===== config.mk =====
export PLATFORM = sky130hd
export DESIGN_NAME = data_engine
export DESIGN_NICKNAME = d
export VERILOG_FILES = /design/src/common/engine_pkg.sv /design/src/operand_mux.sv /design/src/bus_stage.sv /design/src/conf_bank.sv /design/src/alulite/alulite_operands.sv /design/src/alulite/alulite_exec.sv /design/src/data_engine.sv
export SDC_FILE = /design/constraint.sdc
export NUM_CORES = 1
export LEC_CHECK = 0
export CORE_MARGIN = 4
export CORE_UTILIZATION = 55
export CTS_CLUSTER_DIAMETER = 50
export CTS_CLUSTER_SIZE = 25
export DETAILED_ROUTE_END_ITERATION = 10
export DONT_BUFFER_PORTS = 1
export GPL_TIMING_DRIVEN = 0
export PLACE_DENSITY = 0.7
export SLEW_MARGIN = 10
export SYNTH_ARGS = -nofsm -noshare
export SYNTH_HDL_FRONTEND = slang
export SYNTH_SLANG_ARGS = --single-unit

===== constraint.sdc =====
create_clock -name clk -period 11.4 [get_ports clk]
set_input_delay 1.14 -clock clk [delete_from_list [all_inputs] [get_ports clk]]
set_output_delay 1.14 -clock clk [all_outputs]
set_load 0.02 [all_outputs]

===== src/common/engine_pkg.sv =====
package engine_pkg;

   localparam int data_w  = 32;
   localparam int n_slots = 4;
   localparam int n_alu   = 2;
   localparam int slot_w  = $clog2(n_slots);

   typedef logic [data_w-1:0] word_t;

   typedef struct packed {
      word_t slot3;
      word_t slot2;
      word_t slot1;
      word_t slot0;
   } bus_t;

   // Bit 3 set means no operand, bit 2 picks the previous bus
   typedef logic [3:0] sel_t;

   localparam sel_t sel_off = sel_t'(8);

   typedef enum logic [2:0] {
      fn_add,
      fn_sub,
      fn_cmp_sig,
      fn_mux,
      fn_max,
      fn_min,
      fn_or,
      fn_and
   } alu_fn_t;

   typedef struct packed {
      sel_t    sel_a;
      sel_t    sel_b;
      logic    self_loop;
      alu_fn_t fn;
   } alulite_conf_t;

   localparam alulite_conf_t conf_off = '{
      sel_a:     sel_off,
      sel_b:     sel_off,
      self_loop: 1'b0,
      fn:        fn_add
   };

   // Handed from the operand stage to the execute stage
   typedef struct packed {
      word_t   op_a;
      word_t   op_b;
      logic    enabled;
      logic    rst_q;
      alu_fn_t fn;
      logic    self_loop;
   } operands_t;

endpackage


===== src/operand_mux.sv =====
`timescale 1ns/1ps

module operand_mux (
   input  engine_pkg::sel_t  sel,
   input  engine_pkg::bus_t  bus,
   input  engine_pkg::bus_t  bus_prev,
   output engine_pkg::word_t data_out,
   output logic              enabled
);

   engine_pkg::word_t [engine_pkg::n_slots-1:0] cur_words;
   engine_pkg::word_t [engine_pkg::n_slots-1:0] prev_words;
   logic [engine_pkg::slot_w-1:0]              slot;
   logic                                       use_prev;

   // Slot 0 is the low word of the bus
   assign cur_words  = bus;
   assign prev_words = bus_prev;

   assign slot     = sel[engine_pkg::slot_w-1:0];
   assign use_prev = sel[engine_pkg::slot_w];
   assign enabled  = (sel < engine_pkg::sel_off);

   always_comb begin
      if (!enabled)
         data_out = '0;
      else if (use_prev)
         data_out = prev_words[slot];
      else
         data_out = cur_words[slot];
   end

endmodule


===== src/bus_stage.sv =====
`timescale 1ns/1ps

module bus_stage (
   input  logic                                     clk,
   input  logic                                     rst_int,
   input  engine_pkg::word_t                        in_a,
   input  engine_pkg::word_t                        in_b,
   input  engine_pkg::word_t [engine_pkg::n_alu-1:0] results_in,
   output engine_pkg::bus_t                         bus_in,
   output engine_pkg::bus_t                         bus_prev
);

   engine_pkg::word_t slot0_q;
   engine_pkg::word_t slot1_q;
   engine_pkg::bus_t  bus_full;

   // ALU slots are filled in by the top level
   assign bus_in = '{slot3: '0, slot2: '0, slot1: slot1_q, slot0: slot0_q};

   assign bus_full = '{
      slot3: results_in[1],
      slot2: results_in[0],
      slot1: slot1_q,
      slot0: slot0_q
   };

   always_ff @(posedge clk) begin
      if (rst_int) begin
         slot0_q  <= '0;
         slot1_q  <= '0;
         bus_prev <= '0;
      end else begin
         slot0_q  <= in_a;
         slot1_q  <= in_b;
         bus_prev <= bus_full;   // Whole bus one cycle late
      end
   end

endmodule


===== src/conf_bank.sv =====
`timescale 1ns/1ps

module conf_bank (
   input  logic                      clk,
   input  logic                      rst_int,
   input  logic                      cfg_we,
   input  logic                      cfg_unit,
   input  engine_pkg::alulite_conf_t cfg_data,
   output engine_pkg::alulite_conf_t conf0,
   output engine_pkg::alulite_conf_t conf1
);

   engine_pkg::alulite_conf_t [engine_pkg::n_alu-1:0] conf_q;

   always_ff @(posedge clk) begin
      if (rst_int) begin
         conf_q <= {engine_pkg::n_alu{engine_pkg::conf_off}};   // Both units idle
      end else if (cfg_we) begin
         conf_q[cfg_unit] <= cfg_data;
      end
   end

   assign conf0 = conf_q[0];
   assign conf1 = conf_q[1];

   // A write with an unknown unit would corrupt either bank entry
   a_unit_known: assert property (
      @(posedge clk) disable iff (rst_int)
      cfg_we |-> !$isunknown(cfg_unit)
   ) else $error("conf_bank: cfg_unit unknown on write");

endmodule


===== src/alulite/alulite_operands.sv =====
`timescale 1ns/1ps

module alulite_operands (
   input  logic                      clk,
   input  logic                      rst_int,
   input  engine_pkg::alulite_conf_t conf,
   input  engine_pkg::bus_t          bus,
   input  engine_pkg::bus_t          bus_prev,
   output engine_pkg::operands_t     ops
);

   engine_pkg::word_t op_a;
   engine_pkg::word_t op_b;
   logic              enable_a;
   logic              enable_b;

   operand_mux mux_a (
      .sel      (conf.sel_a),
      .bus      (bus),
      .bus_prev (bus_prev),
      .data_out (op_a),
      .enabled  (enable_a)
   );

   operand_mux mux_b (
      .sel      (conf.sel_b),
      .bus      (bus),
      .bus_prev (bus_prev),
      .data_out (op_b),
      .enabled  (enable_b)
   );

   always_ff @(posedge clk) begin
      ops.rst_q     <= rst_int;   // Reset follows the data into exec
      ops.fn        <= conf.fn;
      ops.self_loop <= conf.self_loop;
      if (rst_int) begin
         ops.op_a    <= '0;
         ops.op_b    <= '0;
         ops.enabled <= 1'b0;
      end else begin
         ops.op_a    <= op_a;
         ops.op_b    <= op_b;
         ops.enabled <= enable_a & enable_b;
      end
   end

endmodule


===== src/alulite/alulite_exec.sv =====
`timescale 1ns/1ps

module alulite_exec (
   input  logic                  clk,
   input  engine_pkg::operands_t ops,
   output engine_pkg::word_t     result
);

   localparam int msb = engine_pkg::data_w - 1;

   engine_pkg::word_t           a_int;
   engine_pkg::word_t           result_next;
   logic                        invert_a;
   logic                        sign_ext;
   logic                        b_lt_a;
   logic                        flag;
   logic [engine_pkg::data_w:0] a_ext;
   logic [engine_pkg::data_w:0] b_ext;
   logic [engine_pkg::data_w:0] sum;

   assign a_int = ops.self_loop ? result : ops.op_a;
   assign flag  = ops.op_a[msb];   // Restart or hold under self-loop

   always_comb begin
      invert_a = 1'b0;
      sign_ext = 1'b0;
      case (ops.fn)
         engine_pkg::fn_sub: begin
            invert_a = 1'b1;
         end
         engine_pkg::fn_cmp_sig, engine_pkg::fn_max, engine_pkg::fn_min: begin
            invert_a = 1'b1;
            sign_ext = 1'b1;
         end
         default: begin
         end
      endcase
   end

   // Single 33-bit adder, B - A when invert_a is set
   assign a_ext  = {sign_ext & a_int[msb], a_int};
   assign b_ext  = {sign_ext & ops.op_b[msb], ops.op_b};
   assign sum    = b_ext + (invert_a ? ~a_ext : a_ext) + {{engine_pkg::data_w{1'b0}}, invert_a};
   assign b_lt_a = sum[engine_pkg::data_w];

   always_comb begin
      result_next = sum[msb:0];
      case (ops.fn)
         engine_pkg::fn_add: begin
            if (ops.self_loop && flag)
               result_next = ops.op_b;
         end
         engine_pkg::fn_cmp_sig: begin
            result_next[msb] = b_lt_a;
         end
         engine_pkg::fn_mux: begin
            if (flag)
               result_next = ops.op_b;
            else if (ops.self_loop)
               result_next = result;
            else
               result_next = '0;
         end
         engine_pkg::fn_max: begin
            result_next = b_lt_a ? a_int : ops.op_b;
            if (ops.self_loop && flag)
               result_next = result;
         end
         engine_pkg::fn_min: begin
            result_next = b_lt_a ? ops.op_b : a_int;
            if (ops.self_loop && flag)
               result_next = result;
         end
         engine_pkg::fn_or: begin
            result_next = a_int | ops.op_b;
         end
         engine_pkg::fn_and: begin
            result_next = a_int & ops.op_b;
         end
         default: begin
         end
      endcase
   end

   always_ff @(posedge clk) begin
      if (ops.rst_q)
         result <= '0;
      else if (ops.enabled)
         result <= result_next;
   end

   a_hold_disabled: assert property (
      @(posedge clk) disable iff (ops.rst_q)
      !ops.enabled |=> $stable(result)
   ) else $error("alulite_exec: result moved after a disabled pair");

endmodule


===== src/data_engine.sv =====
`timescale 1ns/1ps

module data_engine (
   input  logic                                     clk,
   input  logic                                     rst_int,
   input  engine_pkg::word_t                        in_a,
   input  engine_pkg::word_t                        in_b,
   input  logic                                     cfg_we,
   input  logic                                     cfg_unit,
   input  engine_pkg::alulite_conf_t                cfg_data,
   output engine_pkg::word_t [engine_pkg::n_alu-1:0] results
);

   engine_pkg::bus_t          bus_in;
   engine_pkg::bus_t          bus;
   engine_pkg::bus_t          bus_prev;
   engine_pkg::alulite_conf_t conf0;
   engine_pkg::alulite_conf_t conf1;
   engine_pkg::operands_t     ops0;
   engine_pkg::operands_t     ops1;

   // Input slots from the bus stage, ALU results on slots 2 and 3
   assign bus = '{
      slot3: results[1],
      slot2: results[0],
      slot1: bus_in.slot1,
      slot0: bus_in.slot0
   };

   bus_stage u_bus (
      .clk        (clk),
      .rst_int    (rst_int),
      .in_a       (in_a),
      .in_b       (in_b),
      .results_in (results),
      .bus_in     (bus_in),
      .bus_prev   (bus_prev)
   );

   conf_bank u_conf (
      .clk      (clk),
      .rst_int  (rst_int),
      .cfg_we   (cfg_we),
      .cfg_unit (cfg_unit),
      .cfg_data (cfg_data),
      .conf0    (conf0),
      .conf1    (conf1)
   );

   alulite_operands u_ops0 (
      .clk      (clk),
      .rst_int  (rst_int),
      .conf     (conf0),
      .bus      (bus),
      .bus_prev (bus_prev),
      .ops      (ops0)
   );

   alulite_exec u_exec0 (
      .clk    (clk),
      .ops    (ops0),
      .result (results[0])
   );

   alulite_operands u_ops1 (
      .clk      (clk),
      .rst_int  (rst_int),
      .conf     (conf1),
      .bus      (bus),
      .bus_prev (bus_prev),
      .ops      (ops1)
   );

   alulite_exec u_exec1 (
      .clk    (clk),
      .ops    (ops1),
      .result (results[1])
   );

endmodule


### Word-level counts from Yosys, hierarchy flattened

Index checks and enable logic that the tools add are counted.

| cells by class | value |
|---|---|
| add/subtract/negate cells | 4 |
| multiply operators | 0 |
| div/mod/pow operators | 0 |
| order comparisons | 10 |
| equality and inequality tests | 20 |
| shift-type cells | 0 |
| multiplexer cells | 49 |
| bitwise operators | 16 |
| reductions and logical operators | 15 |

Operators with widths:

| operator | count |
|---|---|
| 2-to-1 mux 32 bit | 28 |
| binary-select mux 32 bit (select 2 bit) | 8 |
| one-hot mux 31 bit (6 select lines) | 2 |
| adder 33 x 1 -> 33 bit | 2 |
| adder 33 bit | 2 |
| 2-to-1 mux 33 bit | 2 |
| inverter 33 bit | 2 |
| bitwise AND 32 bit | 2 |
| OR 32 bit | 2 |
| bitwise mux 24 bit | 1 |
| equality test 3 bit, second input constant | 8 |
| < comparator 4 bit, second input constant | 4 |
| one-hot mux 1 bit (7 select lines) | 2 |
| demux 12 bit (select 1 bit) | 1 |
| equality test 3 x 2 -> 1 bit, second input constant | 4 |
| < comparator 2 x 3 -> 1 bit, second input constant | 4 |
| 2-to-1 mux 12 bit | 1 |
| != test 2 bit, second input constant | 4 |
| AND reduction 4 bit | 2 |
| OR reduction 2 bit | 4 |
| OR reduction 4 bit | 2 |
| bitwise AND 1 bit | 6 |
| equality test 3 x 1 -> 1 bit, second input constant | 2 |
| logical NOT 3 bit | 2 |
| 7 further kinds | 17 |

| storage, ports and cells | value |
|---|---|
| register bits after elaboration | 419 |
| bits in latches | 0 |
| bits in writable memories | 0 |
| ROM bits | 0 |
| input bits | 80 |
| output and inout bits | 64 |
| word-level logic and storage cells | 141 |
| memories | 0 |

### Logic depth before layout (Yosys ltp)

| depth | value |
|---|---|
| word-level depth | 11 |
| gate-level depth with buffers | 19 |
| gate-level depth less buffers | 14 |

### Hierarchy

A second synthesis with hierarchy kept.

| second synthesis, totals | value |
|---|---|
| cells, all modules | 2888 |
| area, all modules | 29104.2 um2 |

Modules (own cells, without submodules):

| module | instances | cells each | area each (um2) | seq. area each (um2) |
|---|---|---|---|---|
| operand_mux | 4 | 151 | 2074.5 | 0.0 |
| bus_stage | 1 | 470 | 5632.9 | 3843.7 |
| alulite_exec (u_exec1) | 1 | 761 | 5261.3 | 640.6 |
| alulite_exec (u_exec0) | 1 | 674 | 4957.3 | 640.6 |
| alulite_operands | 2 | 142 | 1958.1 | 1401.3 |
| conf_bank | 1 | 95 | 1038.5 | 480.5 |

### Least setup slack after synthesis

OpenSTA, ideal clock, no wires.

| timing | value |
|---|---|
| path type | register to register |
| start point | register, netlist name u_ops0.ops[3] |
| end point | register u_exec0.result[11] |
| setup time | 0.117 ns |
| arrival time | 4.561 ns |
| data required time | 11.283 ns |
| path slack | 6.722 ns |
| stages on the path, launching flop included | 20 |
| buffers on the path | 6 |
| period minus slack after synthesis | 4.678 ns |
| cells stage by stage | dfxtp_1 clkbuf_1 clkbuf_1 clkbuf_1 nor2_1 a21boi_1 clkbuf_1 xnor2_1 ha_1 buf_2 nand4_1 o32ai_2 and4_1 o21ai_2 and3_1 buf_6 xnor2_2 nor2_1 a211o_1 a22o_1 |

| between the ends | value |
|---|---|
| longest elaborated chain between the ends | 11 |
| elaborated cells on any way between the ends | 28 |
| classes of those cells | add/sub (2); eq/ne (10); mux (9); bitwise (3); reduce/logical (4) |

RTL lines:

| what | line | text |
|---|---|---|
| equality test 3 x 2 -> 1 bit / equality test 3 bit (equally long branches) | alulite_exec.sv:27, alulite_exec.sv:48 |  |
| OR reduction 3 bit | alulite_exec.sv:27 | `case (ops.fn)` |
| 2-to-1 mux 1 bit | alulite_exec.sv:27 |  |
| bitwise AND 1 bit | alulite_exec.sv:41 | `assign a_ext = {sign_ext & a_int[msb], a_int};` |
| inverter 33 bit | alulite_exec.sv:43 | `assign sum = b_ext + (invert_a ? ~a_ext : a_ext) + {{engine_pkg::data_w{1'b0}}, invert_a};` |
| 2-to-1 mux 33 bit | alulite_exec.sv:43 |  |
| adder 33 bit | alulite_exec.sv:43 |  |
| adder 33 x 1 -> 33 bit | alulite_exec.sv:43 |  |
| 2-to-1 mux 32 bit (on tied branches) | alulite_exec.sv:70, alulite_exec.sv:65 |  |
| 2-to-1 mux 32 bit (on tied branches) | alulite_exec.sv:71, alulite_exec.sv:66 |  |
| one-hot mux 31 bit (6 select lines) | alulite_exec.sv:48 | `case (ops.fn)` |
| end signal, assigned | alulite_exec.sv:89 | `result <= result_next;` |
| end, declared | alulite_exec.sv:6 | `output engine_pkg::word_t result` |

Parallel ways exist; a longest one is shown, timed or not. The select of a mux whose other input is x is not followed.
A chain may end at the register's enable or synchronous reset.

### Final worst setup path

| timing | value |
|---|---|
| start point | register, netlist name u_ops0.ops[3] |
| end point | register u_exec0.result[0] |

| between the ends | value |
|---|---|
| longest elaborated chain between the ends | 11 |
| elaborated cells on any way between the ends | 28 |
| classes of those cells | add/sub (2); eq/ne (10); mux (9); bitwise (3); reduce/logical (4) |

RTL lines:

| what | line |
|---|---|
| equality test 3 x 2 -> 1 bit / equality test 3 bit (equally long branches) | alulite_exec.sv:27, alulite_exec.sv:48 |
| OR reduction 3 bit | alulite_exec.sv:27 |
| 2-to-1 mux 1 bit | alulite_exec.sv:27 |
| bitwise AND 1 bit | alulite_exec.sv:41 |
| inverter 33 bit | alulite_exec.sv:43 |
| 2-to-1 mux 33 bit | alulite_exec.sv:43 |
| adder 33 bit | alulite_exec.sv:43 |
| adder 33 x 1 -> 33 bit | alulite_exec.sv:43 |
| 2-to-1 mux 32 bit (on tied branches) | alulite_exec.sv:70, alulite_exec.sv:65 |
| 2-to-1 mux 32 bit (on tied branches) | alulite_exec.sv:71, alulite_exec.sv:66 |
| one-hot mux 31 bit (6 select lines) | alulite_exec.sv:48 |

Parallel ways exist; a longest one is shown, timed or not. The select of a mux whose other input is x is not followed.

==> results.cfg <==
[status]
outcome = finished, final reports clean

[grt]
use_met1_pct = 57.2
busiest_layer = met2
antenna_found_initial = 10
grt_pass1_vias = 24500
grt_use_total_pct = 42.1
grtUsageMet3_pct = 16.4
grt_pass1_wl_um = 166000
grt_util_met2_pct = 59.5
grt_remaining_overflow = 0
grt_max_degree = 22

[synth]
synth_mux_area_share_pct = 28.7
synthAdderAreaFrac_pct = 2.97
syn-instance-count = 2773
synth-xor-area-share_pct = 4.22
synth.area.top_cells = dfxtp_1 31%, mux4_2 21%, mux2i_1 6.7%
synth_top_family_by_area = multiplexers
synth_compound_area_share_pct = 15.3
synth.avg_cell_area_um2 = 9.90
netlist_area_mm2 = 0.0275
synthSimpleGateAreaFrac_pct = 14.7
synth-async-reset-ratio_pct = 0
ys_warn_count = 0
synth_top_flop_cell = dfxtp_1
synth_top_area_share_pct = 30.6
ys_ff_latch = 419
synth.distinct_cells = 87
ys_seq_area_share_pct = 30.6
synth_edf_count = 0
synth_top_cell_by_area = dfxtp_1
syn_nets = 2917

[worst_setup_path]
crit_top_cell = clkbuf_1
slowest_delay_ps = 860
slowest_stage = clkbuf_1
reg2reg_from = u_ops0.ops[3]
critPathArrivalTime_ps = 8860
crit_type = flop to flop
crit_required_ps = 11900
crit_chain = clkbuf_1 -> clkbuf_1 -> clkbuf_1 -> nor2_1 -> a21boi_1 -> clkbuf_1 -> xnor2_1 -> ha_1 -> a21oi_1 -> o21ai_0 -> or3_1 -> o21ai_2 -> and3_1 -> buf_6 -> xnor2_2 -> nand2_1 -> a21o_1 -> a311oi_1
end_kind = flop
startpoint_type = flop
worstPathMaxFanout = 10
startpoint = u_ops0.ops[3]

[clocking]
cts_resized = 0
cts.reportedPaths.clkPinSlew_ps = 80
cts_sinks = 419
clk_latency_ps = 620
clockRootBuffer = clkbuf_16
ctsHoldBuffers = 0
post_cts_buffers = 0
cts_made_buffers = 49
ctsHtreeMaxLevel = 2
cts_buffer_depth = 3
cts_tree = yes

[sta]
hold_violations = 0
fmaxAchievable_mhz = 120
setup_tns_ps = 0
clock-skew-final_ps = 26.3
worst_pin_slew_ps = 1330
relSlewSlack_pct = 11.6
post-route-min-period_ps = 8360
setup_viol = 0
rsz0062_at_grt = false
setup_ws_ps = 3040
drv_slew = 0
fin_crit_sh_pct = 73.3

[routing]
wl_per_cell_um = 32.7
drtIter0Drc = 3944
vias_per_cell = 7.21
drc = 0
first_pass_iters = 8
vias = 25500
ant_nets = 0
drt-total-wl_um = 116000

[place]
place.gp.congestion = 1.07
portBuffers = 0
place_ws_ps = 3690
dpl-instance-area_mm2 = 0.0283
dp_hpwl_um = 86400

[hold_path]
min_from = u_conf.conf0[2]
hp-class = flop to flop

[final_layout]
fin_nets = 2969
final_area_mm2 = 0.0301
fill_cells = 4136
drive_gt1_share_pct = 14.4
final_util_pct = 61.2
area_growth_pct = 9.59

[flow_run]
cap_viol_max_count = 0

[pwr]
power_density_mw_per_mm2 = 132
p_total_mw = 3.97
ir_drop_uv = 106
leakage_nw = 10.4

[die]
start_util_pct = 55.9
die_h_um = 231
io_pins = 144
die_w_um = 231
core.rowCount = 81
die-area_mm2 = 0.0536
core-area_mm2 = 0.0492
[per-layer routing]
layer	vias up	part of all wire [%]
met1	12500	39
met2	1997	41
met3	412	15
met5	-	0.042
li1	10500	-
met4	8	5.4
[final cells by class]
| cell class | count | area, um^2 | share of cell area, % |
|---|---|---|---|
| Antenna cell | 5 | 12.5 | 0.0416 |
| Tap cell | 664 | 831 | 2.76 |
| Inverter | 25 | 93.8 | 0.312 |
| Clock inverter | 35 | 492 | 1.63 |
| Clock buffer | 54 | 1260 | 4.20 |
| Sequential cell | 419 | 8390 | 27.9 |
| Buffer | 228 | 898 | 2.99 |
| Multi-Input combinational cell | 2101 | 18100 | 60.1 |
| Timing Repair Buffer | 1 | 11.3 | 0.0374 |
[worst max-delay path, delay by kind of cell (launching register included)]
kind                       cells  cell delay [ps]
buffers and inverters          5             2590
AOI/OAI and AO/OA              6             2370
and+or+nand+nor                4             1400
xor gates and xnor gates       2              900
adders and majority gates      1              570
DFF                            1              360
[final timing paths]
kind | to | slack, ps | cells past startpoint
worst max-delay path | u_exec0.result[0] | 3040 | 18
worst min-delay path | u_ops0.ops[3] | 360 | 0
worst max register to register | u_exec0.result[0] | 3040 | 18
worst min register to register | u_ops0.ops[3] | 360 | 0
[cell usage in the layout, fill, tap and decap left out, types with 25 or more instances in the layout]
cell	count
o21ai_0	116
xnor2_1	85
xor2_1	32
nor3_1	41
ha_1	62
clkbuf_1	164
buf_1	48
nor2b_1	204
a21o_1	41
nand2_1	195
nand3_1	37
inv_1	25
clkbuf_16	49
dfxtp_1	419
a211oi_1	43
nor2_1	235
mux4_2	256
mux2i_1	185
a21oi_1	175
[state kept, by name (all words and copies together) (netlist names)]
register / flops
u_exec1.result: 32
u_exec0.result: 32
u_ops0.ops: 69
u_conf.conf0: 12
u_conf.conf1: 12
u_bus.bus_prev: 128
u_ops1.ops: 70
u_bus.slot1_q: 32
u_bus.slot0_q: 32
[through the flow]
step	std cells	hold slack (ps)
6_report	3532	362
5_1_grt	3531	369
3_3_place_gp	3437	342
3_5_place_dp	3438	345
4_1_cts	3527	360
2_1_floorplan	2773	331
[power by group]
part / switching, mW / total [mW] / internal [mW]
registers: 0.0503 / 1.55 / 1.50
logic: 0.440 / 0.699 / 0.260
clock network: 0.804 / 1.72 / 0.917
[Yosys cell counts (all sizes together), types with 42 or more instances]
cell      n
a211oi   43
mux4    256
buf      65
xnor2    89
nand2   196
o21ai   126
ha       62
clkbuf  163
dfxtp   419
nor3     42
nor2b   204
a21oi   176
mux2i   188
nor2    235
[cell families (layout without fill, tap and decap cells)]
logic type                 Yosys count  in the layout
and+or+nand+nor                    823            823
AOI/OAI and AO/OA                  630            630
muxes                              461            461
DFF                                419            419
buffers and inverters              253            343
xor gates and xnor gates           123            123
adders and majority gates           64             64
other                                0              5
No activity file was read; power rests on OpenSTA's default activity.
